--- src/design/egress_pkg.sv ---
// Egress stage shared constants

package egress_pkg;

    //////////////////////////////////////////////////
    // Wide input bus
    localparam int EGR_DATA_BYTES = 8;
    localparam int EGR_DATA_WIDTH = EGR_DATA_BYTES * 8;

    // Physical port word
    localparam int PORT_DATA_BYTES = 2;
    localparam int PORT_DATA_WIDTH = PORT_DATA_BYTES * 8;
    localparam int WORDS_PER_BEAT  = EGR_DATA_BYTES / PORT_DATA_BYTES;
    localparam int WORD_CNT_WIDTH  = $clog2(WORDS_PER_BEAT + 1);

    //////////////////////////////////////////////////
    // Port selection carried in tuser
    localparam int NUM_EGR_PORTS  = 4;
    localparam int PORT_SEL_WIDTH = $clog2(NUM_EGR_PORTS);

    // Per-port beat buffer
    localparam int BUF_DEPTH      = 32;
    localparam int BUF_ADDR_WIDTH = $clog2(BUF_DEPTH);

    // Largest packet the input may send, in beats
    localparam int MTU_BEATS       = 8;
    localparam int PKT_BYTES_WIDTH = $clog2(MTU_BEATS * EGR_DATA_BYTES + 1);

    //////////////////////////////////////////////////
    // Statistics counters
    localparam int NUM_EGR_CNTS      = 4;
    localparam int CNT_PKTS_SENT     = 0;
    localparam int CNT_BYTES_SENT    = 1;
    localparam int CNT_DROP_FULL     = 2;
    localparam int CNT_DROP_DISABLED = 3;
    localparam int EGR_CNT_WIDTH     = 32;

endpackage

--- src/design/egress_width_adapter.sv ---
// Beat to port word width adapter

`timescale 1ns/1ns

module egress_width_adapter
    import egress_pkg::*;
(
    input  logic                       egr_bus,
    input  logic                       rst,
    input  logic                       buf_empty,
    input  logic [EGR_DATA_WIDTH-1:0]  buf_data,
    input  logic [EGR_DATA_BYTES-1:0]  buf_keep,
    input  logic                       buf_last,
    output logic                       buf_pop,
    output logic                       port_tvalid,
    output logic [PORT_DATA_WIDTH-1:0] port_tdata,
    output logic [PORT_DATA_BYTES-1:0] port_tkeep,
    output logic                       port_tlast
);

    logic                      pend;
    logic [WORD_CNT_WIDTH-1:0] words_left;
    logic [WORD_CNT_WIDTH-1:0] load_words;
    logic [EGR_DATA_WIDTH-1:0] data_q;
    logic [EGR_DATA_BYTES-1:0] keep_q;
    logic                      last_q;

    // Words holding at least one valid byte
    always_comb begin
        load_words = '0;
        for (int w = 0; w < WORDS_PER_BEAT; w++) begin
            load_words = load_words
                       + WORD_CNT_WIDTH'(|buf_keep[w*PORT_DATA_BYTES +: PORT_DATA_BYTES]);
        end
    end

    // Fetch the next beat while the final word goes out
    assign buf_pop = !pend && (words_left <= WORD_CNT_WIDTH'(1)) && !buf_empty;

    assign port_tvalid = (words_left != '0);
    assign port_tdata  = data_q[PORT_DATA_WIDTH-1:0];
    assign port_tkeep  = keep_q[PORT_DATA_BYTES-1:0];
    assign port_tlast  = last_q && (words_left == WORD_CNT_WIDTH'(1));

    //////////////////////////////////////////////////
    // Word sequencing
    always_ff @(posedge egr_bus) begin
        if (rst) begin
            pend       <= 1'b0;
            words_left <= '0;
        end else begin
            pend <= buf_pop;
            if (pend) begin
                words_left <= load_words;
            end else if (words_left != '0) begin
                words_left <= words_left - WORD_CNT_WIDTH'(1);
            end
        end
    end

    // Low word first, shift down after each word
    always_ff @(posedge egr_bus) begin
        if (pend) begin
            data_q <= buf_data;
            keep_q <= buf_keep;
            last_q <= buf_last;
        end else if (words_left != '0) begin
            data_q <= data_q >> PORT_DATA_WIDTH;
            keep_q <= keep_q >> PORT_DATA_BYTES;
        end
    end

endmodule

--- config.mk ---
export PLATFORM = sky130hd
export DESIGN_NAME = egress_width_adapter
export DESIGN_NICKNAME = d
export VERILOG_FILES = /design/src/design/egress_pkg.sv /design/src/design/egress_width_adapter.sv
export SDC_FILE = /design/constraint.sdc
export NUM_CORES = 1
export LEC_CHECK = 0
export BUFFER_PORTS_ARGS = -buffer_cell sky130_fd_sc_hd__buf_4
export CORE_MARGIN = 10
export CORE_UTILIZATION = 35
export DETAILED_ROUTE_END_ITERATION = 10
export PLACE_DENSITY = 0.65
export SLEW_MARGIN = 15
export SYNTH_ARGS = -nofsm -noshare
export SYNTH_HDL_FRONTEND = slang
export SYNTH_SLANG_ARGS = --single-unit
--- constraint.sdc ---
create_clock -name egr_bus -period 2.2 [get_ports egr_bus]
set_input_delay 0.33 -clock egr_bus [delete_from_list [all_inputs] [get_ports egr_bus]]
set_output_delay 0.33 -clock egr_bus [all_outputs]
set_load 0.03 [all_outputs]
==> flow_summary.toml <==
[run_status]
run_status = "finished clean"

[synth]
syn_area_um2 = 3440
synth-seq-cells = 77
synthTopCellsByCount = "edfxtp_1, mux2_2, and2_1, buf_4"
synth_cell_type_count = 26
synthCells = 209
syn_avg_cell_area_um2 = 16.5
syn-num-nets = 291
synth_top_cell_by_area = "edfxtp_1"
ys_warn_count = 0
synth_area_leaders = "edfxtp_1, mux2_2, buf_4, and2_1, dfxtp_1"
ys_seq_area_share_pct = 66.0
synth.most_common_cell = "edfxtp_1"
synthArstFlopShare_pct = 0
yosys.area.top_type_share_pct = 63.7
synth_edf_count = 73
yosys_most_used_dff = "edfxtp_1"

[drt]
wl_mm = 6.62
drt-initial-drc-count = 46
vias = 1871
drt-pass1-iter-count = 4
drc = 0
viasPerCell = 4.35
wl_per_cell_um = 15.4
antenna_left = 0

[floorplan]
core_um2 = 9680
die-area_um2 = 14200
ios = 97
die_width_um = 119
rows = 36
dieHeight_um = 119
start_util_pct = 35.5

[critical_path]
rr_worst_depth = 4
worstPathCellList = "inv_1, ha_1, or3b_4, buf_12"
cp_slowest_cell = "or3b_4"
worstPathArrival_ns = 1.78
crit_buf_inv = 2
critPathMaxStageDelay_ns = 0.43
cp_max_fo = 34
worstSetupPathType = "register to register"
critPathLaunchType = "register"
cp.required_ns = 2.23
endpoint_kind = "register"
r2r_start = "words_left[0]"
regToRegSetupSlack_ns = 0.45
critPathTopFamily = "simple AND/OR/NAND/NOR gates"
r2r_end = "data_q[40]"

[timing]
worstMarginPinSlew_ns = 0.337
fin_worst_skew_ns = 0.00915
rsz0062_at_grt = "false"
period_share_pct = 79.4
slew_viol_final = 0
fin_crit_ns = 1.75
hold_viol_final = 0
slew_headroom_pct = 77.5
setup_viol = 0
fin_tns_setup_ns = 0
fin_ws_ns = 0.454
clock.fmax_mhz = 573

[hold_path]
holdCritStartpoint = "rst"
hold_end = "words_left[1]"
min_path_cells = 2
hp-class = "input port to register"

[clock_tree]
cts_setup_buffers = 0
clk_pin_slew_ns = 0.08
ctsHoldBuffers = 0
clk_latency_ns = 0.34
cts-buffers-inserted = 9
clockBufferDepth = 2
cts_htree_levels = 3
cts_sinks = 77
cts_tree = "yes"
cts_resized = 0
root_buffer = "clkbuf_8"

[power_and_ir_drop]
max-vdd-ir-drop_mv = 0.655
combPwrFrac_pct = 35.9
p_sw_share_pct = 31.0
seqPwrFrac_pct = 46.0
switchingPower_mw = 1.99
leakage_nw = 1.76
clkPwrFrac_pct = 18.2
p_per_area_nw_per_um2 = 1450
p_int_mw = 4.42

[global_route]
overflow = 0
grt_max_degree = 69
antenna_found_initial = 0
grt_pass1_wl_mm = 10.4
grt_pass1_vias = 2061
grt_util_all_layers_pct = 9.11

[cells_and_area]
drive_gt1_share_pct = 58.6
fin_area_um2 = 4420
diodes = 0
nets = 374
area_growth_pct = 28.4
fillCellCount = 847

[place]
placed_area_um2 = 4200
pre_cts_slack_ns = 0.108
place.gp.congestion = 0.698
portBuffers = 96
dp_hpwl_mm = 4.65

[flow_run]
maxCapViolations = 0
state kept, by name, indices dropped and copies added (netlist names):
| signal | cells |
|---|---|
| pend | 1 |
| words_left | 3 |
| last_q | 1 |
| keep_q | 8 |
| data_q | 64 |
worst register-to-register path, delay by kind of cell, from the launching register on:
family / cells / cell delay, ns
and+or+nand+nor: 1 / 0.43
DFF: 1 / 0.39
buffers and inverters: 2 / 0.35
adders and majority gates: 1 / 0.25
area by class of cell:
| class | count | area, um2 | share of cell area [%] |
|---|---|---|---|
| inverters | 3 | 11.3 | 0.255 |
| well taps | 133 | 166 | 3.77 |
| clock inverters | 6 | 87.6 | 1.98 |
| multi-input cells | 102 | 968 | 21.9 |
| repair buffers | 99 | 781 | 17.7 |
| clock buffers | 10 | 128 | 2.89 |
| flip-flops and latches | 77 | 2280 | 51.5 |
metal layers:
metal / global-route usage, % / wire [um] / vias up
met1: 10.9 / 2880 / 877
li1: - / - / 918
met4: 3.89 / 89 / 0
met2: 13.8 / 3070 / 67
met3: 4.25 / 576 / 9
met5: 0 / 0 / -
power groups by stage:
stage	logic, mW	clock network (mW)	registers, mW
global placement	2.30	0	2.96
CTS	2.35	1.21	2.96
global route	2.49	1.26	3.03
finish	2.30	1.16	2.95
floorplan	1.81	0	2.91
detailed placement	2.34	0	2.99
stage by stage:
step / instances / utilization, % / total power [mW] / hold slack [ns]
after global routing: 430 / 45.6 / 6.78 / 0.143
after CTS: 430 / 45.6 / 6.52 / 0.142
after detailed placement: 414 / 43.4 / 5.33 / 0.514
after floorplan: 209 / - / 4.71 / 0.402
after global placement: 414 / 43.4 / 5.26 / 0.511
final: 430 / 45.6 / 6.40 / 0.166
cell usage in the layout (no fill, tap or decap), types with 2 or more instances in the layout:
| cell type | netlist | layout |
|---|---|---|
| nor2_1 | 2 | 2 |
| nor4b_1 | 2 | 2 |
| mux2_2 | 54 | 54 |
| inv_1 | 3 | 3 |
| ha_1 | 5 | 5 |
| nand2_1 | 2 | 2 |
| edfxtp_1 | 73 | 73 |
| nand2b_1 | 2 | 2 |
| and2_1 | 18 | 18 |
| dfxtp_1 | 4 | 3 |
| buf_4 | 18 | 96 |
| buf_12 | 0 | 3 |
| clkbuf_8 | 0 | 9 |
| or2_2 | 4 | 4 |
| bufinv_16 | 0 | 2 |
| clkinvlp_4 | 0 | 3 |
| nor2b_1 | 3 | 3 |
worst max-delay path by stage:
stage,startpoint,end,cells after the start
after global placement,buf_keep[1],words_left[1],7
after floorplan,buf_keep[1],words_left[1],6
after global routing,words_left[1],words_left[1],5
after CTS,words_left[0],data_q[40],4
after detailed placement,buf_keep[1],words_left[1],7
final,words_left[0],data_q[40],4
kinds of logic after synthesis:
family | Yosys count | share of synthesized area (%)
adders and majority gates | 6 | 2.40
DFF | 77 | 66.0
AOI/OAI and AO/OA | 5 | 1.35
and+or+nand+nor | 37 | 6.73
muxes | 54 | 17.7
buffers and inverters | 30 | 5.85
(Power assumes the default switching activity.)
