===== config.mk =====
export PLATFORM = sky130hd
export DESIGN_NAME = egress_port_buffer
export DESIGN_NICKNAME = d
export VERILOG_FILES = /design/src/design/egress_pkg.sv /design/src/design/egress_port_buffer.sv
export SDC_FILE = /design/constraint.sdc
export NUM_CORES = 2
export LEC_CHECK = 0
export BUFFER_PORTS_ARGS = -buffer_cell sky130_fd_sc_hd__clkbuf_2
export CORE_MARGIN = 2
export CORE_UTILIZATION = 50
export CTS_CLUSTER_DIAMETER = 200
export DETAILED_ROUTE_END_ITERATION = 10
export PLACE_DENSITY_LB_ADDON = 0.1
export SLEW_MARGIN = 20
export SYNTH_ARGS = -nofsm -noshare
export SYNTH_HDL_FRONTEND = slang
export SYNTH_SLANG_ARGS = --single-unit

===== constraint.sdc =====
create_clock -name egr_bus -period 20.2 [get_ports egr_bus]
set_clock_uncertainty 0.1 [all_clocks]
set_input_delay 1.01 -clock egr_bus [delete_from_list [all_inputs] [get_ports egr_bus]]
set_output_delay 1.01 -clock egr_bus [all_outputs]
set_load 0.05 [all_outputs]

===== src/design/egress_pkg.sv =====
// Egress stage shared constants

package egress_pkg;

    //////////////////////////////////////////////////
    // Wide input bus
    localparam int EGR_DATA_BYTES = 8;
    localparam int EGR_DATA_WIDTH = EGR_DATA_BYTES * 8;

    // Physical port word
    localparam int PORT_DATA_BYTES = 2;
    localparam int PORT_DATA_WIDTH = PORT_DATA_BYTES * 8;
    localparam int WORDS_PER_BEAT  = EGR_DATA_BYTES / PORT_DATA_BYTES;
    localparam int WORD_CNT_WIDTH  = $clog2(WORDS_PER_BEAT + 1);

    //////////////////////////////////////////////////
    // Port selection carried in tuser
    localparam int NUM_EGR_PORTS  = 4;
    localparam int PORT_SEL_WIDTH = $clog2(NUM_EGR_PORTS);

    // Per-port beat buffer
    localparam int BUF_DEPTH      = 32;
    localparam int BUF_ADDR_WIDTH = $clog2(BUF_DEPTH);

    // Largest packet the input may send, in beats
    localparam int MTU_BEATS       = 8;
    localparam int PKT_BYTES_WIDTH = $clog2(MTU_BEATS * EGR_DATA_BYTES + 1);

    //////////////////////////////////////////////////
    // Statistics counters
    localparam int NUM_EGR_CNTS      = 4;
    localparam int CNT_PKTS_SENT     = 0;
    localparam int CNT_BYTES_SENT    = 1;
    localparam int CNT_DROP_FULL     = 2;
    localparam int CNT_DROP_DISABLED = 3;
    localparam int EGR_CNT_WIDTH     = 32;

endpackage


===== src/design/egress_port_buffer.sv =====
// Per-port packet buffer
// Whole packets are admitted or dropped on their first beat

`timescale 1ns/1ns

module egress_port_buffer
    import egress_pkg::*;
(
    input  logic                       egr_bus,
    input  logic                       rst,
    input  logic                       port_enable,
    input  logic                       dmx_valid,
    input  logic                       dmx_first,
    input  logic [EGR_DATA_WIDTH-1:0]  dmx_data,
    input  logic [EGR_DATA_BYTES-1:0]  dmx_keep,
    input  logic                       dmx_last,
    input  logic                       buf_pop,
    output logic                       buf_empty,
    output logic [EGR_DATA_WIDTH-1:0]  buf_data,
    output logic [EGR_DATA_BYTES-1:0]  buf_keep,
    output logic                       buf_last,
    output logic                       evt_sent,
    output logic [PKT_BYTES_WIDTH-1:0] evt_bytes,
    output logic                       evt_drop_full,
    output logic                       evt_drop_disabled,
    output logic                       buf_full_drop
);

    logic [EGR_DATA_WIDTH-1:0]  mem_data [BUF_DEPTH];
    logic [EGR_DATA_BYTES-1:0]  mem_keep [BUF_DEPTH];
    logic                       mem_last [BUF_DEPTH];
    logic [BUF_ADDR_WIDTH-1:0]  wr_ptr;
    logic [BUF_ADDR_WIDTH-1:0]  rd_ptr;
    logic [BUF_ADDR_WIDTH:0]    count;
    logic [BUF_ADDR_WIDTH:0]    free_cnt;
    logic                       room_ok;
    logic                       dropping;
    logic                       drop_now;
    logic                       wr_en;
    logic                       rd_en;
    logic [PKT_BYTES_WIDTH-1:0] beat_bytes;
    logic [PKT_BYTES_WIDTH-1:0] pkt_bytes;
    logic [PKT_BYTES_WIDTH-1:0] pkt_total;

    // Valid bytes in the incoming beat
    always_comb begin
        beat_bytes = '0;
        for (int i = 0; i < EGR_DATA_BYTES; i++) begin
            beat_bytes = beat_bytes + PKT_BYTES_WIDTH'(dmx_keep[i]);
        end
    end

    //////////////////////////////////////////////////
    // Admission decision
    assign free_cnt  = (BUF_ADDR_WIDTH + 1)'(BUF_DEPTH) - count;
    assign room_ok   = free_cnt >= (BUF_ADDR_WIDTH + 1)'(MTU_BEATS);
    assign drop_now  = dmx_first ? !(port_enable && room_ok) : dropping;
    assign wr_en     = dmx_valid && !drop_now;
    assign rd_en     = buf_pop && !buf_empty;
    assign buf_empty = (count == '0);
    assign pkt_total = (dmx_first ? '0 : pkt_bytes) + beat_bytes;

    assign buf_full_drop = evt_drop_full;

    always_ff @(posedge egr_bus) begin
        if (rst) begin
            wr_ptr            <= '0;
            rd_ptr            <= '0;
            count             <= '0;
            dropping          <= 1'b0;
            evt_sent          <= 1'b0;
            evt_drop_full     <= 1'b0;
            evt_drop_disabled <= 1'b0;
        end else begin
            if (wr_en) wr_ptr <= wr_ptr + BUF_ADDR_WIDTH'(1);
            if (rd_en) rd_ptr <= rd_ptr + BUF_ADDR_WIDTH'(1);
            count <= count + (BUF_ADDR_WIDTH + 1)'(wr_en) - (BUF_ADDR_WIDTH + 1)'(rd_en);
            // Drop holds until the packet's last beat
            if (dmx_valid) dropping <= drop_now && !dmx_last;
            evt_sent          <= wr_en && dmx_last;
            evt_drop_full     <= dmx_valid && dmx_first && port_enable && !room_ok;
            evt_drop_disabled <= dmx_valid && dmx_first && !port_enable;
        end
    end

    //////////////////////////////////////////////////
    // Storage and read port
    always_ff @(posedge egr_bus) begin
        if (wr_en) begin
            mem_data[wr_ptr] <= dmx_data;
            mem_keep[wr_ptr] <= dmx_keep;
            mem_last[wr_ptr] <= dmx_last;
            pkt_bytes        <= pkt_total;
            if (dmx_last) evt_bytes <= pkt_total;
        end
        if (rd_en) begin
            buf_data <= mem_data[rd_ptr];
            buf_keep <= mem_keep[rd_ptr];
            buf_last <= mem_last[rd_ptr];
        end
    end

endmodule


==> out/metrics.csv <==
stage;metric;value;unit
logic_synthesis;synth_common_cells;edfxtp_1, mux4_2, a22oi_1, mux2i_1, clkbuf_1;
route;vias_per_cell;6.314;
die;die_area;187600;um2
placed_design;port-buffer-count;163;
layout;nets;4352;
logic_synthesis;synth_edf_count;2423;
logic_synthesis;synth-seq-area-share;0.7946;
placed_design;placed_cells;6467;
placed_design;gp_congestion;0.7355;
run;maxCapViolCount;0;
layout;fill_cells;13580;
route;post_drt_wl_per_cell;34.83;um
clock_network;tritoncts;done;
layout;layout-drive-gt1-share;0.2694;
power;power_density;116.5;nW/um2
global_routing;antenna_found_initial;12;
logic_synthesis;yosys_most_used_dff;edfxtp_1;
route;routed-via-count;43680;
sta;fmax;181.2;MHz
die;rows;157;
placed_design;place_hpwl;114300;um
route;drcViolationCount;0;
setup_path;slowest_delay;0.86;ns
layout;design_area;103500;um2
sta;worst_slack;14.68;ns
global_routing;grt_pass1_vias;44080;
global_routing;grt_max_degree;158;
setup_path;worstPathMaxFanout;47;
placed_design;dp_slack;14.45;ns
logic_synthesis;yosysWarnings;0;
logic_synthesis;ys_ff_latch;2443;
placed_design;placed_cell_area;95880;um2
logic_synthesis;syn_area_per_cell;23.25;um2
setup_path;endpoint_kind;register;
setup_path;crit_type;register to register;
clock_network;cts_setup_buffers;0;
global_routing;grt_pass1_wl;335100;um
route;drtIter0Drc;6073;
setup_path;slowest_stage;buf_4;
logic_synthesis;synth_nets;4066;
sta;fin_tns_setup;0;ns
die;die_h;433.1;um
sta;slew_headroom;0.2180;
clock_network;clock_latency;0.88;ns
route;antenna_left;0;
layout;post-route-util;0.5653;
sta;setup_viol;0;
sta;worstMarginPinSlew;1.173;ns
clock_network;cts_inserted_buffers;240;
logic_synthesis;synth_cells;3960;
die;core_area;183100;um2
logic_synthesis;yosysMostFrequentCell;edfxtp_1;
global_routing;gr-total-overflow;0;
sta;maxSlewViolCount;0;
power;power.total;12.06;mW
sta;rsz0062_at_grt;false;
logic_synthesis;synth_cell_types;54;
setup_path;cp_common_cell;buf_4;
die;boundaryPins;164;
sta;min_period_over_period;0.2733;
sta;hold_violations;0;
logic_synthesis;synth_async_sr_flop_share;0;
clock_network;cts_resized;0;
clock_network;clock_path_buffers;3;
logic_synthesis;synth_area;92070;um2
clock_network;clk_pin_slew;0.06;ns
power;peakVddDrop;0.00008568;V
clock_network;clock-sinks;2443;
setup_path;start_kind;register;
die;initial_utilization;0.5029;
clock_network;clockRootBuffer;clkbuf_16;
setup_path;crit_chain;buf_4 > buf_4 > buf_4 > buf_4 > mux4_2 > o221ai_1 > a31oi_1;
setup_path;cp.required;20.71;ns
power;p_leak;31.78;nW
min_path;hold_path.class;input pin to register;
setup_path;cp.arrival;6.03;ns
logic_synthesis;synth.top_cell.area_share;0.7902;
route;wl;240900;um
global_routing;gr-usage-all-layers;0.2589;
layout;fin_cells;6917;
logic_synthesis;netlist_top_cells_area;edfxtp_1, mux4_2, mux2i_1;
setup_path;reg2reg_slack;14.68;ns
sta;holdWs;0.2481;ns
clock_network;htreeDepth;4;
sta;post-route-min-period;5.520;ns
clock_network;cts_hold_buf;0;
layout;area_growth;12.41;%
logic_synthesis;synth_top_area_cell;edfxtp_1;
route;drtPass1Iterations;5;
die;die_w;433.1;um
status;outcome;finished clean;
-- sequential cells by signal, summed over array words and instances (netlist names) --
name               flops
buf_last               1
wr_ptr                 5
buf_data              64
dropping               1
count                  6
pkt_bytes              7
evt_bytes              7
rd_ptr                 5
mem_data            2048
buf_full_drop          1
buf_keep               8
mem_last              32
evt_sent               1
evt_drop_disabled      1
mem_keep             256
-- area by class of cell --
type | instances | area, um2 | area share
repair buffers | 261 | 1600 | 0.01546
inverters | 24 | 93.84 | 0.0009066
multi-input cells | 1276 | 17960 | 0.1736
well taps | 2464 | 3083 | 0.02979
clock buffers | 298 | 6266 | 0.06054
clock inverters | 145 | 1311 | 0.01267
flip-flops and latches | 2443 | 73170 | 0.7069
diodes | 6 | 15.01 | 0.0001451
-- layout by cell type (no fill, tap or decap), types with 28 or more instances in the layout --
cell	count
clkbuf_2	163
mux4_2	540
edfxtp_1	2423
and2_1	28
o221ai_1	73
and3_4	31
o22ai_1	50
buf_4	94
clkinv_1	57
mux2i_1	111
nand2_1	30
a21oi_1	31
clkbuf_16	242
clkbuf_1	56
clkinv_2	48
a31oi_1	60
a22oi_1	120
-- logic make-up (layout without fill, tap and decap cells) --
family	count (synthesis)	count (layout)	share of synthesized area
fa+ha+maj	27	27	0.004158
compound gates	392	392	0.03082
simple gates	191	191	0.01137
xor+xnor	12	12	0.001142
buf+inv	241	728	0.01339
mux	654	654	0.1445
other cells	0	6	0
flops	2443	2443	0.7946
-- worst paths after layout --
kind,to,from,cells after the start
setup / recovery,buf_data[26],rd_ptr[0],7
hold / removal,evt_drop_disabled,port_enable,2
setup reg to reg,buf_data[26],rd_ptr[0],7
hold reg to reg,dropping,dropping,2
-- worst max-delay path, delay by kind of cell (launching register included) --
| family | cells | cell delay (ns) |
|---|---|---|
| buffers and inverters | 4 | 3.23 |
| DFF | 1 | 0.78 |
| muxes | 1 | 0.59 |
| AOI/OAI and AO/OA | 2 | 0.40 |
-- report_power, final --
part | switching, mW | internal (mW)
clock network | 1.90 | 2.43
logic | 1.07 | 0.865
registers | 0.0900 | 5.71
-- routing by layer --
| metal | global-route usage | wire length, um | vias to the layer above |
|---|---|---|---|
| met5 | 0 | 39 | - |
| met4 | 0.06346 | 5152 | 6 |
| met3 | 0.04560 | 20200 | 318 |
| met2 | 0.4101 | 115500 | 1917 |
| met1 | 0.3788 | 100000 | 23800 |
| li1 | - | - | 17640 |
No activity file was read; power rests on OpenSTA's default activity.
