==> src/design/egress_pkg.sv <==
// Egress stage shared constants

package egress_pkg;

    //////////////////////////////////////////////////
    // Wide input bus
    localparam int EGR_DATA_BYTES = 8;
    localparam int EGR_DATA_WIDTH = EGR_DATA_BYTES * 8;

    // Physical port word
    localparam int PORT_DATA_BYTES = 2;
    localparam int PORT_DATA_WIDTH = PORT_DATA_BYTES * 8;
    localparam int WORDS_PER_BEAT  = EGR_DATA_BYTES / PORT_DATA_BYTES;
    localparam int WORD_CNT_WIDTH  = $clog2(WORDS_PER_BEAT + 1);

    //////////////////////////////////////////////////
    // Port selection carried in tuser
    localparam int NUM_EGR_PORTS  = 4;
    localparam int PORT_SEL_WIDTH = $clog2(NUM_EGR_PORTS);

    // Per-port beat buffer
    localparam int BUF_DEPTH      = 32;
    localparam int BUF_ADDR_WIDTH = $clog2(BUF_DEPTH);

    // Largest packet the input may send, in beats
    localparam int MTU_BEATS       = 8;
    localparam int PKT_BYTES_WIDTH = $clog2(MTU_BEATS * EGR_DATA_BYTES + 1);

    //////////////////////////////////////////////////
    // Statistics counters
    localparam int NUM_EGR_CNTS      = 4;
    localparam int CNT_PKTS_SENT     = 0;
    localparam int CNT_BYTES_SENT    = 1;
    localparam int CNT_DROP_FULL     = 2;
    localparam int CNT_DROP_DISABLED = 3;
    localparam int EGR_CNT_WIDTH     = 32;

endpackage

==> src/design/egress_demux.sv <==
// Egress input demux

`timescale 1ns/1ns

module egress_demux
    import egress_pkg::*;
(
    input  logic                      egr_bus,
    input  logic                      rst,
    input  logic                      egr_tvalid,
    input  logic [EGR_DATA_WIDTH-1:0] egr_tdata,
    input  logic [EGR_DATA_BYTES-1:0] egr_tkeep,
    input  logic                      egr_tlast,
    input  logic [PORT_SEL_WIDTH-1:0] egr_tuser,
    output logic                      egr_tready,
    output logic [NUM_EGR_PORTS-1:0]  dmx_valid,
    output logic                      dmx_first,
    output logic [EGR_DATA_WIDTH-1:0] dmx_data,
    output logic [EGR_DATA_BYTES-1:0] dmx_keep,
    output logic                      dmx_last
);

    logic                      in_pkt;
    logic [PORT_SEL_WIDTH-1:0] sel_q;
    logic [PORT_SEL_WIDTH-1:0] cur_sel;
    logic                      beat_ok;

    assign beat_ok = egr_tvalid && egr_tready;
    // Port field only counts on the first beat
    assign cur_sel = in_pkt ? sel_q : egr_tuser;

    always_ff @(posedge egr_bus) begin
        if (rst) begin
            egr_tready <= 1'b0;
            in_pkt     <= 1'b0;
            sel_q      <= '0;
            dmx_valid  <= '0;
            dmx_first  <= 1'b0;
        end else begin
            egr_tready <= 1'b1;
            dmx_first  <= beat_ok && !in_pkt;
            if (beat_ok) begin
                in_pkt <= !egr_tlast;
                sel_q  <= cur_sel;
            end
            for (int p = 0; p < NUM_EGR_PORTS; p++) begin
                dmx_valid[p] <= beat_ok && (cur_sel == PORT_SEL_WIDTH'(p));
            end
        end
    end

    // Beat goes to every port, only one valid is raised
    always_ff @(posedge egr_bus) begin
        if (beat_ok) begin
            dmx_data <= egr_tdata;
            dmx_keep <= egr_tkeep;
            dmx_last <= egr_tlast;
        end
    end

endmodule

==> config.mk <==
export PLATFORM = sky130hd
export DESIGN_NAME = egress_demux
export DESIGN_NICKNAME = d
export VERILOG_FILES = /design/src/design/egress_pkg.sv /design/src/design/egress_demux.sv
export SDC_FILE = /design/constraint.sdc
export NUM_CORES = 1
export LEC_CHECK = 0
export BUFFER_PORTS_ARGS = -buffer_cell sky130_fd_sc_hd__buf_2
export CAP_MARGIN = 20
export CORE_ASPECT_RATIO = 1.5
export CORE_MARGIN = 5
export CORE_UTILIZATION = 47
export CTS_BUF_LIST = sky130_fd_sc_hd__clkbuf_8
export CTS_CLUSTER_DIAMETER = 30
export DETAILED_ROUTE_END_ITERATION = 8
export PLACE_DENSITY_LB_ADDON = 0.08
export RECOVER_POWER = 100
export SETUP_SLACK_MARGIN = 0.05
export SYNTH_ARGS = -nofsm -noshare
export SYNTH_HDL_FRONTEND = slang
export SYNTH_SLANG_ARGS = --single-unit
==> constraint.sdc <==
create_clock -name egr_bus -period 6.5 [get_ports egr_bus]
set_clock_uncertainty 0.05 [all_clocks]
set_input_delay 0.65 -clock egr_bus [delete_from_list [all_inputs] [get_ports egr_bus]]
set_output_delay 0.65 -clock egr_bus [all_outputs]
set_load 0.05 [all_outputs]
==> run metrics, run 1 <==
crit-path max FO 5; H-tree lvl count 3; maximum VDD drop 0.172 mV; number of gates resized after cts 0; worst flop-to-flop path startpoint egr_tready$_DFF_P_; Yosys reg bits 82; # diodes 0; dominant cells by area after synthesis edfxtp_1, dfxtp_1, nand3b_1, or3b_1, a21oi_1; Lkg Pwr 0.00128 uW; clock buffer count from CTS 9; WL/cell 15.0 um; Worst Hold Slack 0.435 ns; outcome finished, final reports clean; Post-Syn Nets 186; critical path class reg2out; Critical-path top delay cell clkbuf_1; Die ar. 0.00703 mm2; Routed Antenna Nets 0; Period minus WS final 1.90 ns; CP Launch Point egr_tready$_DFF_P_; Distinct cells, synth 15; Final Max Slew Viols 0; Mean Syn Cell Area 23.6 um2; CP cell instances clkbuf_1; CP endpoint kind output pin; FF-to-FF path depth 1; Setup WS pre-CTS 4.51 ns; GRT Overall Usage 14.8%; maxcap violations 0; dpl hpwl 3900 um; PortBufs 156; num rows 33; peak per-stage delay on the critical path 0.48 ns; Worst-path clk slew 0.07 ns; GR Overflow Total 0; logic gate share of total power 11.8%; Iter 0 DRT Violations 39; Critical Path Stages 1; worst-skew pair later-pin latency 0.33 ns; Post-CTS Hold Fix Bufs 0; share of layout cells above drive strength 1 30.9%; nature of the critical path startpoint flop; Ports 157; clock share of power 28.1%; vias in the first global route 1536; Vias 1540; Netlist Area Pre-Place 0.00255 mm2; initial core utilization 47.6%; # Post-CTS Setup Buffers 0; cell internal pwr 755 uW; PD cells 292 mW/mm2; DRC viols 0; Worst Setup EP egr_tready; worst path bufs/invs 1; placed cell areas 0.00341 mm2; max_slew headroom 39.4%; Synth top area share 85.9%; Nets 352; Die Height 100 um; design area 0.00346 mm2; largest net degree at the start of global routing 75; CTS tree yes; Total Wirelength 5220 um; cell taking the most area after synthesis edfxtp_1; CTS sink count 82; sequential share of the synthesized area 92.9%; gpl congestion 0.719; PnR worst setup slack 4.60 ns; 1st-pass router iterations 4; Area Growth Syn to Fin 35.5%; RSZ-0062 raised after global routing no; worst path arrival time 1.20 ns; maximum clock path buffer count 2; Syn. warnings 0; P_sw 253 uW; Fmax 527 MHz; Final Hold Vio Count 0; worst reg2reg setup slack 4.89 ns; vias per cell 4.43; Worst Tran Pin Value 0.910 ns; Final TNS setup 0 ns; worst reg2reg path endpoint dmx_keep[6]$_DFFE_PP_; WP data required 5.80 ns; Worst Hold Class in2reg; initial antenna violation count 0; delay-heaviest family, CP buffers and inverters; Flop pwr share 60.0%; sw frac 25.1%; Cells after Synth 108; fillers 437; Core ar. 0.00537 mm2; fin crit share 29.2%; die width 70.2 um; Root Driver clkbuf_8; first-pass GRT wire length 7560 um; final setup vio count 0
[cell type report]
class / instances / area [um2] / share of cell area, %
sequential: 82 / 2370 / 68.6
tap: 70 / 87.6 / 2.53
timing repair buffer: 156 / 679 / 19.6
multi-input combinational: 24 / 166 / 4.81
inverter: 1 / 3.75 / 0.108
clock buffer: 9 / 124 / 3.58
clock inverter: 6 / 26.3 / 0.759
[state kept, by name, summed over array words and instances (netlist names)]
| register | flops |
|---|---|
| dmx_data | 64 |
| dmx_keep | 8 |
| dmx_valid | 4 |
| sel_q | 2 |
| dmx_first | 1 |
| dmx_last | 1 |
| egr_tready | 1 |
| in_pkt | 1 |
[placed cells by master (no fill, tap or decap), types with 2 or more instances in the layout]
cell type	netlist	final
clkbuf_1	0	81
buf_2	0	75
edfxtp_1	73	73
clkbuf_8	0	9
dfxtp_1	9	9
a21oi_1	5	5
nand3b_1	4	4
nand2b_1	4	4
clkinv_1	0	4
or3b_1	3	3
inv_1	1	2
mux2i_1	2	2
[worst min path at each step]
stage | from | to | depth (start not counted) | slack [ns]
after CTS | egr_tdata[26] | dmx_data[26]$_DFFE_PP_ | 1 | 0.42
final | egr_tdata[38] | dmx_data[38]$_DFFE_PP_ | 1 | 0.44
after global placement | sel_q[1]$_SDFFE_PP0P_ | sel_q[1]$_SDFFE_PP0P_ | 2 | 0.45
after detailed placement | sel_q[1]$_SDFFE_PP0P_ | dmx_valid[3]$_SDFF_PP0_ | 2 | 0.45
after global routing | egr_tdata[48] | dmx_data[48]$_DFFE_PP_ | 1 | 0.41
after floorplan | sel_q[1]$_SDFFE_PP0P_ | dmx_valid[3]$_SDFF_PP0_ | 2 | 0.42
[Yosys cell counts]
master,number
edfxtp_1,73
inv_1,1
and3b_2,1
a211oi_1,1
or3b_1,3
nand3_1,1
and2_1,1
dfxtp_1,9
a21oi_1,5
nor2_1,1
buf_6,1
nand2b_1,4
nand3b_1,4
or3_1,1
mux2i_1,2
[power by group through the flow]
stage	registers (uW)	clock network, uW	logic (uW)
floorplan	687	0	12.7
global placement	616	0	125
detailed placement	616	0	126
CTS	605	293	126
global route	607	318	126
finish	605	284	119
[cells by family (layout without fill, tap and decap cells)]
family          Yosys count  count (layout)  share of synthesized area [%]
mux                       2               2                          0.784
buf+inv                   2             172                          0.588
simple gates             16              16                           4.41
flops                    82              82                           92.9
compound gates            6               6                           1.27
[per-stage QoR]
| step | power, uW | utilization, % | std cells |
|---|---|---|---|
| 6_report | 1010 | 64.5 | 348 |
| 5_1_grt | 1050 | 64.5 | 348 |
| 4_1_cts | 1020 | 66.4 | 348 |
| 3_5_place_dp | 742 | 63.6 | 333 |
| 3_3_place_gp | 741 | 63.6 | 333 |
| 2_1_floorplan | 699 | - | 108 |
[layer usage]
metal	share of wire, %	track usage, %	wire length [um]	vias to the layer above
met3	10	5.91	535	10
li1	-	-	-	750
met5	0	0	0	-
met4	2.3	9.29	119	0
met2	53	26.2	2760	91
met1	35	14.1	1810	689
Power figures use the tool's default switching activity.
==> run 2, diff against run 1 <==
- ABC_AREA: default -> 1
- CORE_UTILIZATION: 47 -> 44
- clock period: 6.5 -> 1.8 ns (I/O delays scaled with it)
==> run 2 against run 1 <==
  * Critical path depth grew 2
  * Register-to-register slack got worse by 4.5 ns
  * Die area grew 4.6%
  * Combinational power grew to 4.8 times the previous value
  * Total power grew to 3.9 times the previous value
  * Core utilization is 12 points higher
  * Cell count up 24%
  * Clock power rose to 4.2 times the previous value
  * Largest power group unchanged
==> run metrics, run 2 <==
PortBufs 156; clock share of power 30.5%; Distinct cells, synth 9; gpl congestion 0.728; sequential share of the synthesized area 94.4%; P_sw 970 uW; Flop pwr share 55.2%; PD cells 936 mW/mm2; Post-synth EDFFs 73; Syn. warnings 0; fin crit share 77.9%; Ports 157; commonest non-fill, non-tap cells in the layout clkbuf_1, dlygate4sd3_1, edfxtp_1, buf_2, nand2_1; Layout Cells excl Fill 432; vias per cell 4.25; Fmax 713 MHz; Final TNS setup 0 ns; RSZ-0062 raised after global routing no; maxcap violations 0; Yosys reg bits 82; worst reg2reg path endpoint dmx_data[37]$_DFFE_PP_; cell internal pwr 2980 uW; # diodes 0; crit-path max FO 73; worst-skew pair later-pin latency 0.34 ns; Largest register FFs 64; Netlist Area Pre-Place 0.00251 mm2; die width 71.7 um; number of gates resized after cts 0; Worst Hold Class in2reg; worst reg2reg setup slack 0.40 ns; Worst-path clk slew 0.07 ns; Largest Register dmx_data; maximum VDD drop 0.697 mV; final setup vio count 0; most common cell in the synthesized netlist edfxtp_1; outcome finished, final reports clean; Post-synth top cells edfxtp_1, nand2_1, dfxtp_1, inv_1, nor2_1; Worst Tran Pin Value 0.654 ns; Iter 0 DRT Violations 112; share of layout cells above drive strength 1 24.9%; Hold Crit Depth 4; Vias 1838; CTS sink count 82; Synth top area share 87.2%; asr flop ratio synth 0%; logic gate share of total power 14.3%; initial antenna violation count 0; sw frac 24.5%; Area Growth Syn to Fin 67.9%; Most used DFF post-synth edfxtp_1; Total Wirelength 6500 um; Lkg Pwr 0.00165 uW; cell taking the most area after synthesis edfxtp_1; Worst Setup EP dmx_data[37]$_DFFE_PP_; Die ar. 0.00736 mm2; Nets 435; H-tree lvl count 3; GR Overflow Total 0; Inst Count DP 342; WL/cell 15.0 um; nature of the critical path startpoint flop; worst flop-to-flop path startpoint egr_tready$_DFF_P_; Cells after Synth 115; DRC viols 0; top flop regs dmx_data x64, dmx_keep x8, dmx_valid x4; Mean Syn Cell Area 21.9 um2; max_slew headroom 56.6%; Core ar. 0.00553 mm2; Period minus WS final 1.40 ns; GRT Overall Usage 17.9%; commonest non-fill, non-tap cell in the layout clkbuf_1; maximum clock path buffer count 2; critical path class reg2reg; worst path arrival time 1.36 ns; Post-Syn Nets 193; WP data required 1.75 ns; Die Height 103 um; clock buffer count from CTS 9; 1st-pass router iterations 6; Routed Antenna Nets 0; Final Max Slew Viols 0; Root Driver clkbuf_8; first-pass GRT wire length 9450 um; num rows 33; vias in the first global route 1945; Final Hold Vio Count 0; CTS tree yes; initial core utilization 45.4%; FF-to-FF path depth 3; CP endpoint kind flop; dominant cells by area after synthesis edfxtp_1, dfxtp_1, nand2_1, inv_1, nand3_1; largest net degree at the start of global routing 74; CP Launch Point egr_tready$_DFF_P_; dpl hpwl 4150 um
[run 2: power groups by stage]
stage	registers [uW]	clock network [uW]	logic, uW
floorplan	2480	0	41.4
global placement	2220	0	458
detailed placement	2220	0	462
CTS	2180	1250	589
global route	2190	1320	597
finish	2180	1200	567
[run 2: final cells by class]
type / instances / area [um2]
sequential: 82 / 2370
timing repair buffer: 231 / 1440
fill: 395 / 1310
clock buffer: 9 / 124
multi-input combinational: 26 / 110
tap: 70 / 87.6
clock inverter: 7 / 62.6
inverter: 7 / 27.5
[run 2: worst min path at each step]
stage                     slack, ns                      end     startpoint
after detailed placement       0.31   dmx_data[38]$_DFFE_PP_  egr_tdata[38]
after global routing           0.13  dmx_valid[2]$_SDFF_PP0_   egr_tuser[0]
final                          0.08  dmx_valid[2]$_SDFF_PP0_   egr_tuser[0]
after global placement         0.31   dmx_data[36]$_DFFE_PP_  egr_tdata[36]
after floorplan                0.21     dmx_first$_SDFF_PP0_            rst
after CTS                      0.06  dmx_valid[2]$_SDFF_PP0_   egr_tuser[0]
[run 2: kinds of logic (layout without fill, tap and decap cells)]
group,after synthesis,after routing,synth area share [%]
DFF,82,82,94.4
buffers and inverters,7,254,1.05
and+or+nand+nor,26,26,4.58
[run 2: metrics by stage]
step           total power, uW  setup WS, ns  cell area (um2)  hold slack [ns]  utilization (%)
6_report                  3950         0.398             4220           0.0838             76.3
3_5_place_dp              2680         0.562             3410            0.308             61.7
2_1_floorplan             2520        -0.206             2530            0.207                -
5_1_grt                   4110         0.316             4220            0.132             76.3
4_1_cts                   4020         0.553             4340           0.0575             78.5
3_3_place_gp              2680         0.580             3410            0.307             61.7
[run 2: worst max-delay path, cell delays in order (launching register included)]
cell and delay, ns:
dfxtp_1 0.33, nand2_1 0.17, clkinvlp_2 0.17, buf_12 0.32
[run 2: what timing repair did]
item | in CTS | in global routing
setup buffers | 0 | 0
endpoints found under the hold margin | 74 | 0
hold buffers | 74 | 0
setup endpoints to repair | 0 | 0
[run 2: per-layer routing]
layer | routed length, um | share of wire [%] | global-route usage [%]
met1 | 2210 | 34 | 17.6
met5 | 0 | 0 | 0
met3 | 526 | 8.1 | 5.56
met2 | 3670 | 56 | 33.4
met4 | 100 | 1.5 | 8.68
