==> src/design/egress_pkg.sv <==
// Egress stage shared constants

package egress_pkg;

    //////////////////////////////////////////////////
    // Wide input bus
    localparam int EGR_DATA_BYTES = 8;
    localparam int EGR_DATA_WIDTH = EGR_DATA_BYTES * 8;

    // Physical port word
    localparam int PORT_DATA_BYTES = 2;
    localparam int PORT_DATA_WIDTH = PORT_DATA_BYTES * 8;
    localparam int WORDS_PER_BEAT  = EGR_DATA_BYTES / PORT_DATA_BYTES;
    localparam int WORD_CNT_WIDTH  = $clog2(WORDS_PER_BEAT + 1);

    //////////////////////////////////////////////////
    // Port selection carried in tuser
    localparam int NUM_EGR_PORTS  = 4;
    localparam int PORT_SEL_WIDTH = $clog2(NUM_EGR_PORTS);

    // Per-port beat buffer
    localparam int BUF_DEPTH      = 32;
    localparam int BUF_ADDR_WIDTH = $clog2(BUF_DEPTH);

    // Largest packet the input may send, in beats
    localparam int MTU_BEATS       = 8;
    localparam int PKT_BYTES_WIDTH = $clog2(MTU_BEATS * EGR_DATA_BYTES + 1);

    //////////////////////////////////////////////////
    // Statistics counters
    localparam int NUM_EGR_CNTS      = 4;
    localparam int CNT_PKTS_SENT     = 0;
    localparam int CNT_BYTES_SENT    = 1;
    localparam int CNT_DROP_FULL     = 2;
    localparam int CNT_DROP_DISABLED = 3;
    localparam int EGR_CNT_WIDTH     = 32;

endpackage

==> src/design/egress_port_counters.sv <==
// Per-port statistics counters

`timescale 1ns/1ns

module egress_port_counters
    import egress_pkg::*;
(
    input  logic                       egr_bus,
    input  logic                       rst,
    input  logic                       cnts_clear,
    input  logic                       evt_sent,
    input  logic [PKT_BYTES_WIDTH-1:0] evt_bytes,
    input  logic                       evt_drop_full,
    input  logic                       evt_drop_disabled,
    output logic [EGR_CNT_WIDTH-1:0]   cnts [NUM_EGR_CNTS]
);

    logic [EGR_CNT_WIDTH-1:0] incr [NUM_EGR_CNTS];

    // Amount added to each counter this cycle
    always_comb begin
        incr[CNT_PKTS_SENT]     = EGR_CNT_WIDTH'(evt_sent);
        incr[CNT_BYTES_SENT]    = '0;
        incr[CNT_DROP_FULL]     = EGR_CNT_WIDTH'(evt_drop_full);
        incr[CNT_DROP_DISABLED] = EGR_CNT_WIDTH'(evt_drop_disabled);
        if (evt_sent) begin
            incr[CNT_BYTES_SENT] = EGR_CNT_WIDTH'(evt_bytes);
        end
    end

    //////////////////////////////////////////////////
    // Counters wrap on overflow
    always_ff @(posedge egr_bus) begin
        if (rst) begin
            for (int i = 0; i < NUM_EGR_CNTS; i++) begin
                cnts[i] <= '0;
            end
        end else if (cnts_clear) begin
            // Clear beats a same-cycle event
            for (int i = 0; i < NUM_EGR_CNTS; i++) begin
                cnts[i] <= '0;
            end
        end else begin
            for (int i = 0; i < NUM_EGR_CNTS; i++) begin
                cnts[i] <= cnts[i] + incr[i];
            end
        end
    end

endmodule

==> config.mk <==
export PLATFORM = sky130hd
export DESIGN_NAME = egress_port_counters
export DESIGN_NICKNAME = d
export VERILOG_FILES = /design/src/design/egress_pkg.sv /design/src/design/egress_port_counters.sv
export SDC_FILE = /design/constraint.sdc
export NUM_CORES = 1
export LEC_CHECK = 0
export BUFFER_PORTS_ARGS = -buffer_cell sky130_fd_sc_hd__buf_4
export CAP_MARGIN = 20
export CORE_ASPECT_RATIO = 0.6
export CORE_MARGIN = 2
export CORE_UTILIZATION = 55
export CTS_BUF_LIST = sky130_fd_sc_hd__clkbuf_8
export CTS_CLUSTER_SIZE = 30
export DETAILED_ROUTE_END_ITERATION = 7
export PLACE_DENSITY = 0.93
export SLEW_MARGIN = 20
export SYNTH_ARGS = -nofsm -noshare
export SYNTH_HDL_FRONTEND = slang
export SYNTH_SLANG_ARGS = --single-unit
==> constraint.sdc <==
create_clock -name egr_bus -period 3.05 [get_ports egr_bus]
set_clock_uncertainty 0.05 [all_clocks]
set_input_delay 0.61 -clock egr_bus [delete_from_list [all_inputs] [get_ports egr_bus]]
set_output_delay 0.61 -clock egr_bus [all_outputs]
set_load 0.005 [all_outputs]
==> qor.csv, run 1 <==
metric;value;unit
Slowest-stage cell, CP;fa_1;
Worst Path Arrival;2.75;ns
area of the multi-input gates;3157;um2
CP dominant cell by count;buf_4;
initial antenna violation count;0;
DP Wirelength;10240;um
synthesized flop and latch total;128;
min Tclk post-route;2.522;ns
Power Dens Cells;454.3;nW/um2
DIE HEIGHT;83.88;um
Slew HR;0.5592;
status;completed;
Clock Path Buffers;2;
Clk Latency, worst-skew pair;0.43;ns
crit path max fanout;11;
drc violations;0;
Final ANT Viol Nets;0;
HP Class;register to register;
root buf cell;clkbuf_8;
GRT Util Overall;0.2591;
Max-cap violations;0;
data required time of the worst path;3.28;ns
# IOs;141;
biggest regs;cnts: 128 flops;
register area;2562;um2
PortBufs;140;
# setup viols final;0;
Fillers;777;
crit path kind;input port to register;
via count;5430;
final hold vios;0;
Final Max Slew Viols;0;
H-tree depth;4;
nature of the critical path endpoint;register;
crit-path cells;buf_4 -> and2_1 -> ha_1 -> fa_1 -> a21o_1 -> a221o_1 -> a21oi_2 -> buf_4 -> or4_1 -> a21oi_1;
FP Rows;29;
RSZ-0062 raised after global routing;no;
leak pwr;2.938;nW
Post-synth EDFFs;0;
Initial Utilization;0.5596;
TNS Setup;0;ns
total inserted antenna cells;0;
fraction of layout cells with a size suffix above 1;0.2376;
Avg Inst Size Synth;8.768;um2
sequential share of the synthesized area;0.4382;
drt pass-1 iters;5;
asr flop ratio synth;0;
area of the mapped netlist;5848;um2
Final GP Congestion;0.8279;
buffer and inverter count on the worst path;2;
crit path launch type;input port;
Die X;137.1;um
synthesized instance count;667;
cts bufs inserted;17;
WHS;0.4361;ns
Worst path max stage delay;0.42;ns
Max Clk Rate;0.3965;GHz
Top reg by flops;cnts;
vias in the first global route;4863;
CTS tree;yes;
final non-filler cell total;964;
CTS resizes;0;
initial DRC count;315;
gr ovfl total;0;
routed len/inst;15.33;um
Largest register FFs;128;
largest net degree at the start of global routing;56;
Clock transition at path regs;0.07;ns
first-pass GRT wire length;23940;um
post-route clock period utilization;0.8270;
Post-CTS Setup Bufs;0;
CORE AREA;10450;um2
yosys warns;0;
Sink Count;128;
synth unique cells;43;
VDD IR-drop max;285.4;uV
Worst Max-Slew Pin Slew;0.6562;ns
Via density;5.633;
Post-Syn Nets;694;
routed wire length;14780;um
P&R area growth vs syn;28.65;%
Die Area;11500;um2
cts hold-fix bufs;0;
top cell family by delay on the critical path;compound AO/OA/AOI/OAI gates;
Net count, final;839;
Synth Flop Type;dfxtp_1;
placed insts;932;
Final Core Density;0.7199;
## tightest hold or removal path: cells and delay by family (launching register included)
| family | cells | cell delay (ns) |
|---|---|---|
| flip-flops | 1 | 0.33 |
| AO/OA/AOI/OAI | 2 | 0.11 |
## report_power, final
part	switching [W]	leakage [nW]	total [W]	internal (W)
clock	0.000691	0.222	0.00163	0.000937
combinational	0.0000622	1.68	0.000108	0.0000456
sequential	0.00000542	1.03	0.00168	0.00168
## Yosys cell counts (2+ instances only)
cell      count  area [um2]
o21a_1        4       30.03
nor3_2        2       20.02
nor3_1       11       55.05
and3_1       22       137.6
buf_2         3       15.01
and4_1       13       113.9
a31o_2        2       17.52
ha_1         13       162.7
nand4_1      33       206.5
nor2_1      102       382.9
nand2_1      39       146.4
xnor2_1      39       341.6
inv_1         8       30.03
dfxtp_1     128        2562
clkbuf_1     21       78.83
nor4_1       17       106.4
or4_1         5       37.54
o21ai_0      18       90.09
nand3_1      35       175.2
buf_1         2       7.510
o31a_1        4       35.03
or2_2         2       12.51
o211ai_1      4       30.03
or3_1        16       100.1
o31ai_1       6       45.04
a21o_1        4       30.03
and2_1       20       125.1
a21oi_1      27       135.1
xor2_1       53       464.2
## area by class of cell
class                      instances  area share
multi-input combinational        505      0.4196
timing repair buffer             152      0.1533
sequential                       128      0.3406
clock inverter                    13     0.02461
inverter                           8    0.003991
tap                              139     0.02312
clock buffer                      19     0.03476
## per-layer routing
layer  vias up  track usage  routed length (um)
met1      2529       0.3719                6854
met5         -            0                   0
li1       2656            -                   -
met4         0      0.08622                 208
met3        23      0.06679                1231
met2       222       0.3777                6487
## per-stage QoR
step / worst slack (ns) / instance area (um2) / power, W
after CTS: 0.5599 / 7523 / 0.003439
after global routing: 0.4496 / 7523 / 0.003530
after detailed placement: 0.1035 / 7077 / 0.001828
after floorplan: 0.3132 / 5848 / 0.001781
final: 0.5278 / 7523 / 0.003418
after global placement: 0.2001 / 7077 / 0.001826
## cells by family after synthesis
logic type	share of synthesized area
buffers and inverters	0.02247
and+or+nand+nor	0.2897
xor gates and xnor gates	0.1378
AOI/OAI and AO/OA	0.07895
muxes	0.001712
adders and majority gates	0.03124
DFF	0.4382
## cell usage in the layout (no fill, tap or decap), types with 2 or more instances in the layout
master	instances
a21o_1	4
a21oi_1	27
a31o_2	2
and2_1	20
and3_1	22
and4_1	13
buf_4	151
bufinv_16	4
clkbuf_8	19
clkinv_2	3
clkinv_4	3
clkinvlp_4	2
dfxtp_1	128
ha_1	13
inv_1	8
nand2_1	39
nand3_1	35
nand4_1	33
nor2_1	102
nor3_1	11
nor3_2	2
nor4_1	17
o211ai_1	4
o21a_1	4
o21ai_0	18
o31a_1	4
o31ai_1	6
or3_1	16
or4_1	5
xnor2_1	39
xor2_1	53
## worst paths after layout
path / startpoint / to / slack, ns / depth (start not counted)
max: evt_sent / cnts[92] / 0.53 / 10
min: cnts[95] / cnts[95] / 0.44 / 2
max reg2reg: cnts[64] / cnts[92] / 0.65 / 8
min reg2reg: cnts[95] / cnts[95] / 0.44 / 2
Power figures use the tool's default switching activity.
==> run 2: changes to the inputs <==
--- a/config.mk
+++ b/config.mk
@@ -9,11 +9,11 @@
 export CAP_MARGIN = 20
 export CORE_ASPECT_RATIO = 0.6
 export CORE_MARGIN = 2
-export CORE_UTILIZATION = 55
+export CORE_UTILIZATION = 50
 export CTS_BUF_LIST = sky130_fd_sc_hd__clkbuf_8
 export CTS_CLUSTER_SIZE = 30
 export DETAILED_ROUTE_END_ITERATION = 7
-export PLACE_DENSITY = 0.93
+export PLACE_DENSITY = 0.89
 export SLEW_MARGIN = 20
 export SYNTH_ARGS = -nofsm -noshare
 export SYNTH_HDL_FRONTEND = slang
==> constraint.sdc (replaced) <==
create_clock -name egr_bus -period 2.15 [get_ports egr_bus]
set_clock_uncertainty 0.05 [all_clocks]
set_input_delay 0.43 -clock egr_bus [delete_from_list [all_inputs] [get_ports egr_bus]]
set_output_delay 0.43 -clock egr_bus [all_outputs]
set_load 0.005 [all_outputs]
==> run 2 against run 1 <==
Net effect: via count grew 1.6%; largest cell class unchanged; count of clock-buffer cells in the layout shrank 2; cell count grew 6.6%; global-route usage shrank 1.8 points.
==> qor.csv, run 2 (synthesized netlist as in run 1, its figures left out) <==
metric;value;unit;change
final hold vios;0;;unchanged
H-tree depth;4;;unchanged
Sink Count;128;;unchanged
Clk Latency, worst-skew pair;0.43;ns;about the same
Die Area;12610;um2;was 11500 um2
Final GP Congestion;0.8356;;was 0.8279
register area;2565;um2;was 2562 um2
leak pwr;3.234;nW;was 2.938 nW
Fillers;855;;was 777
Initial Utilization;0.5159;;was 0.5596
total inserted antenna cells;0;;unchanged
Power Dens Cells;626.6;nW/um2;was 454.3 nW/um2
cts hold-fix bufs;0;;unchanged
dpl ws;-0.3760;ns;was 0.1035 ns
Top reg by flops;cnts;;unchanged
root buf cell;clkbuf_8;;unchanged
routed wire length;15130;um;was 14780 um
biggest regs;cnts: 128 flops;;unchanged
crit path max fanout;13;;was 11
GRT Util Overall;0.2408;;was 0.2591
fraction of layout cells with a size suffix above 1;0.2972;;was 0.2376
Max Clk Rate;0.4695;GHz;
worst setup margin;0.02024;ns;was 0.5278 ns
status;completed;;unchanged
Seq pwr share;0.473;;was 0.492
Final Max Slew Viols;0;;unchanged
initial antenna violation count;0;;unchanged
Sw Pwr;0.001088;W;was 0.0007583 W
FP Rows;30;;was 29
drt pass-1 iters;6;;was 5
crit path launch type;register;;was input port
Pint;0.003967;W;was 0.002659 W
crit path kind;register to register;;was input port to register
# IOs;141;;unchanged
Clock transition at path regs;0.07;ns;about the same
gr ovfl total;0;;unchanged
area of the multi-input gates;3303;um2;was 3157 um2
Final ANT Viol Nets;0;;unchanged
post-route clock period utilization;0.9906;;
P&R area growth vs syn;37.93;%;was 28.65%
Logic pwr share;0.037;;was 0.032
RSZ-0062 raised after global routing;yes;;was no
PortBufs;140;;unchanged
Max-cap violations;0;;unchanged
# setup viols final;0;;unchanged
Finished Cell Area;8066;um2;was 7523 um2
Switching Share;0.2152;;was 0.2219
HP Class;input port to register;;was register to register
TNS Setup;0;ns;unchanged
via count;5516;;was 5430
Worst Max-Slew Pin Slew;0.6596;ns;was 0.6562 ns
largest net degree at the start of global routing;58;;was 56
VDD IR-drop max;381.0;uV;was 285.4 uV
routed len/inst;14.72;um;was 15.33 um
nature of the critical path endpoint;register;;unchanged
drc violations;0;;unchanged
DIE HEIGHT;87.77;um;was 83.88 um
Clock Path Buffers;2;;unchanged
data required time of the worst path;2.41;ns;was 3.28 ns
commonest non-fill, non-tap cell in the layout;buf_4;;unchanged
cts bufs inserted;17;;unchanged
Clk pwr share;0.490;;was 0.476
DP Wirelength;10540;um;was 10240 um
Worst Path Arrival;2.39;ns;was 2.75 ns
DP Area;7535;um2;was 7077 um2
CORE AREA;11340;um2;was 10450 um2
Total Power;0.005055;W;was 0.003418 W
initial DRC count;378;;was 315
first-pass GRT wire length;24230;um;was 23940 um
Die X;143.6;um;was 137.1 um
Net count, final;882;;was 839
min Tclk post-route;2.130;ns;
Largest register FFs;128;;unchanged
vias in the first global route;4865;;was 4863
Slew HR;0.5569;;was 0.5592
CTS tree;yes;;unchanged
most frequent cells in the layout;192 x buf_4, 126 x dfxtp_1, 102 x nor2_1;;was 151 x buf_4, 128 x dfxtp_1, 102 x nor2_1
Via density;5.366;;was 5.633
==> run 2: cell types whose count changed in the layout (fill, tap and decap cells not counted), sizes merged <==
cell      before  now
buf          152  195
bufinv         4    6
clkbuf        19   17
clkinv         6    2
clkinvlp       2    3
inv            9   12
==> run 2: worst paths after layout <==
path | startpoint | slack (ns) | to | cells after the start
worst min-delay path | rst | 0.24 | cnts[31] | 3
worst max-delay path | cnts[64] | 0.02 | cnts[84] | 8
worst min register to register | cnts[63] | 0.44 | cnts[63] | 2
worst max register to register | cnts[64] | 0.02 | cnts[84] | 8
==> run 2: critical path, cell delays in order, from the launching register on <==
cell and delay (ns):
dfxtp_2 0.34, ha_4 0.17, fa_2 0.36, a21o_1 0.19, a221o_1 0.39, a21oi_4 0.17
buf_6 0.17, or3_4 0.13, a21oi_1 0.05
==> run 2: timing repair <==
action                                  4_1_cts  5_1_grt
endpoints found under the setup margin        2       17
pin swaps                                     1        8
buffers inserted                              0        2
gates resized for setup                       1       10
==> run 2: layout make-up <==
type	count	share of cell area
inverters	8	0.003723
clock buffers	17	0.02901
clock inverters	15	0.02994
multi-input cells	505	0.4095
flip-flops and latches	128	0.3180
well taps	160	0.02482
repair buffers	195	0.1850
==> run 2: through the flow <==
step                hold slack, ns  utilization  instances
finish                      0.2395       0.7116       1028
global route                0.2337       0.7116       1028
CTS                         0.2136       0.7067       1026
detailed placement          0.4339       0.6647        994
global placement            0.4139       0.6647        994
floorplan                   0.4130            -        667
==> run 2: per-layer routing <==
metal	track usage	part of all wire	vias up
li1	-	-	2723
met1	0.3521	0.49	2572
met2	0.3532	0.43	201
met3	0.06670	0.070	20
met4	0.05793	0.011	0
met5	0	0	-
==> run 2: power by group through the flow <==
| stage | clock network (W) | registers [W] | logic (W) |
|---|---|---|---|
| 2_1_floorplan | 0 | 0.00244 | 0.000101 |
| 3_3_place_gp | 0 | 0.00244 | 0.000182 |
| 3_5_place_dp | 0 | 0.00244 | 0.000185 |
| 4_1_cts | 0.00253 | 0.00239 | 0.000186 |
| 5_1_grt | 0.00262 | 0.00239 | 0.000208 |
| 6_report | 0.00248 | 0.00239 | 0.000189 |
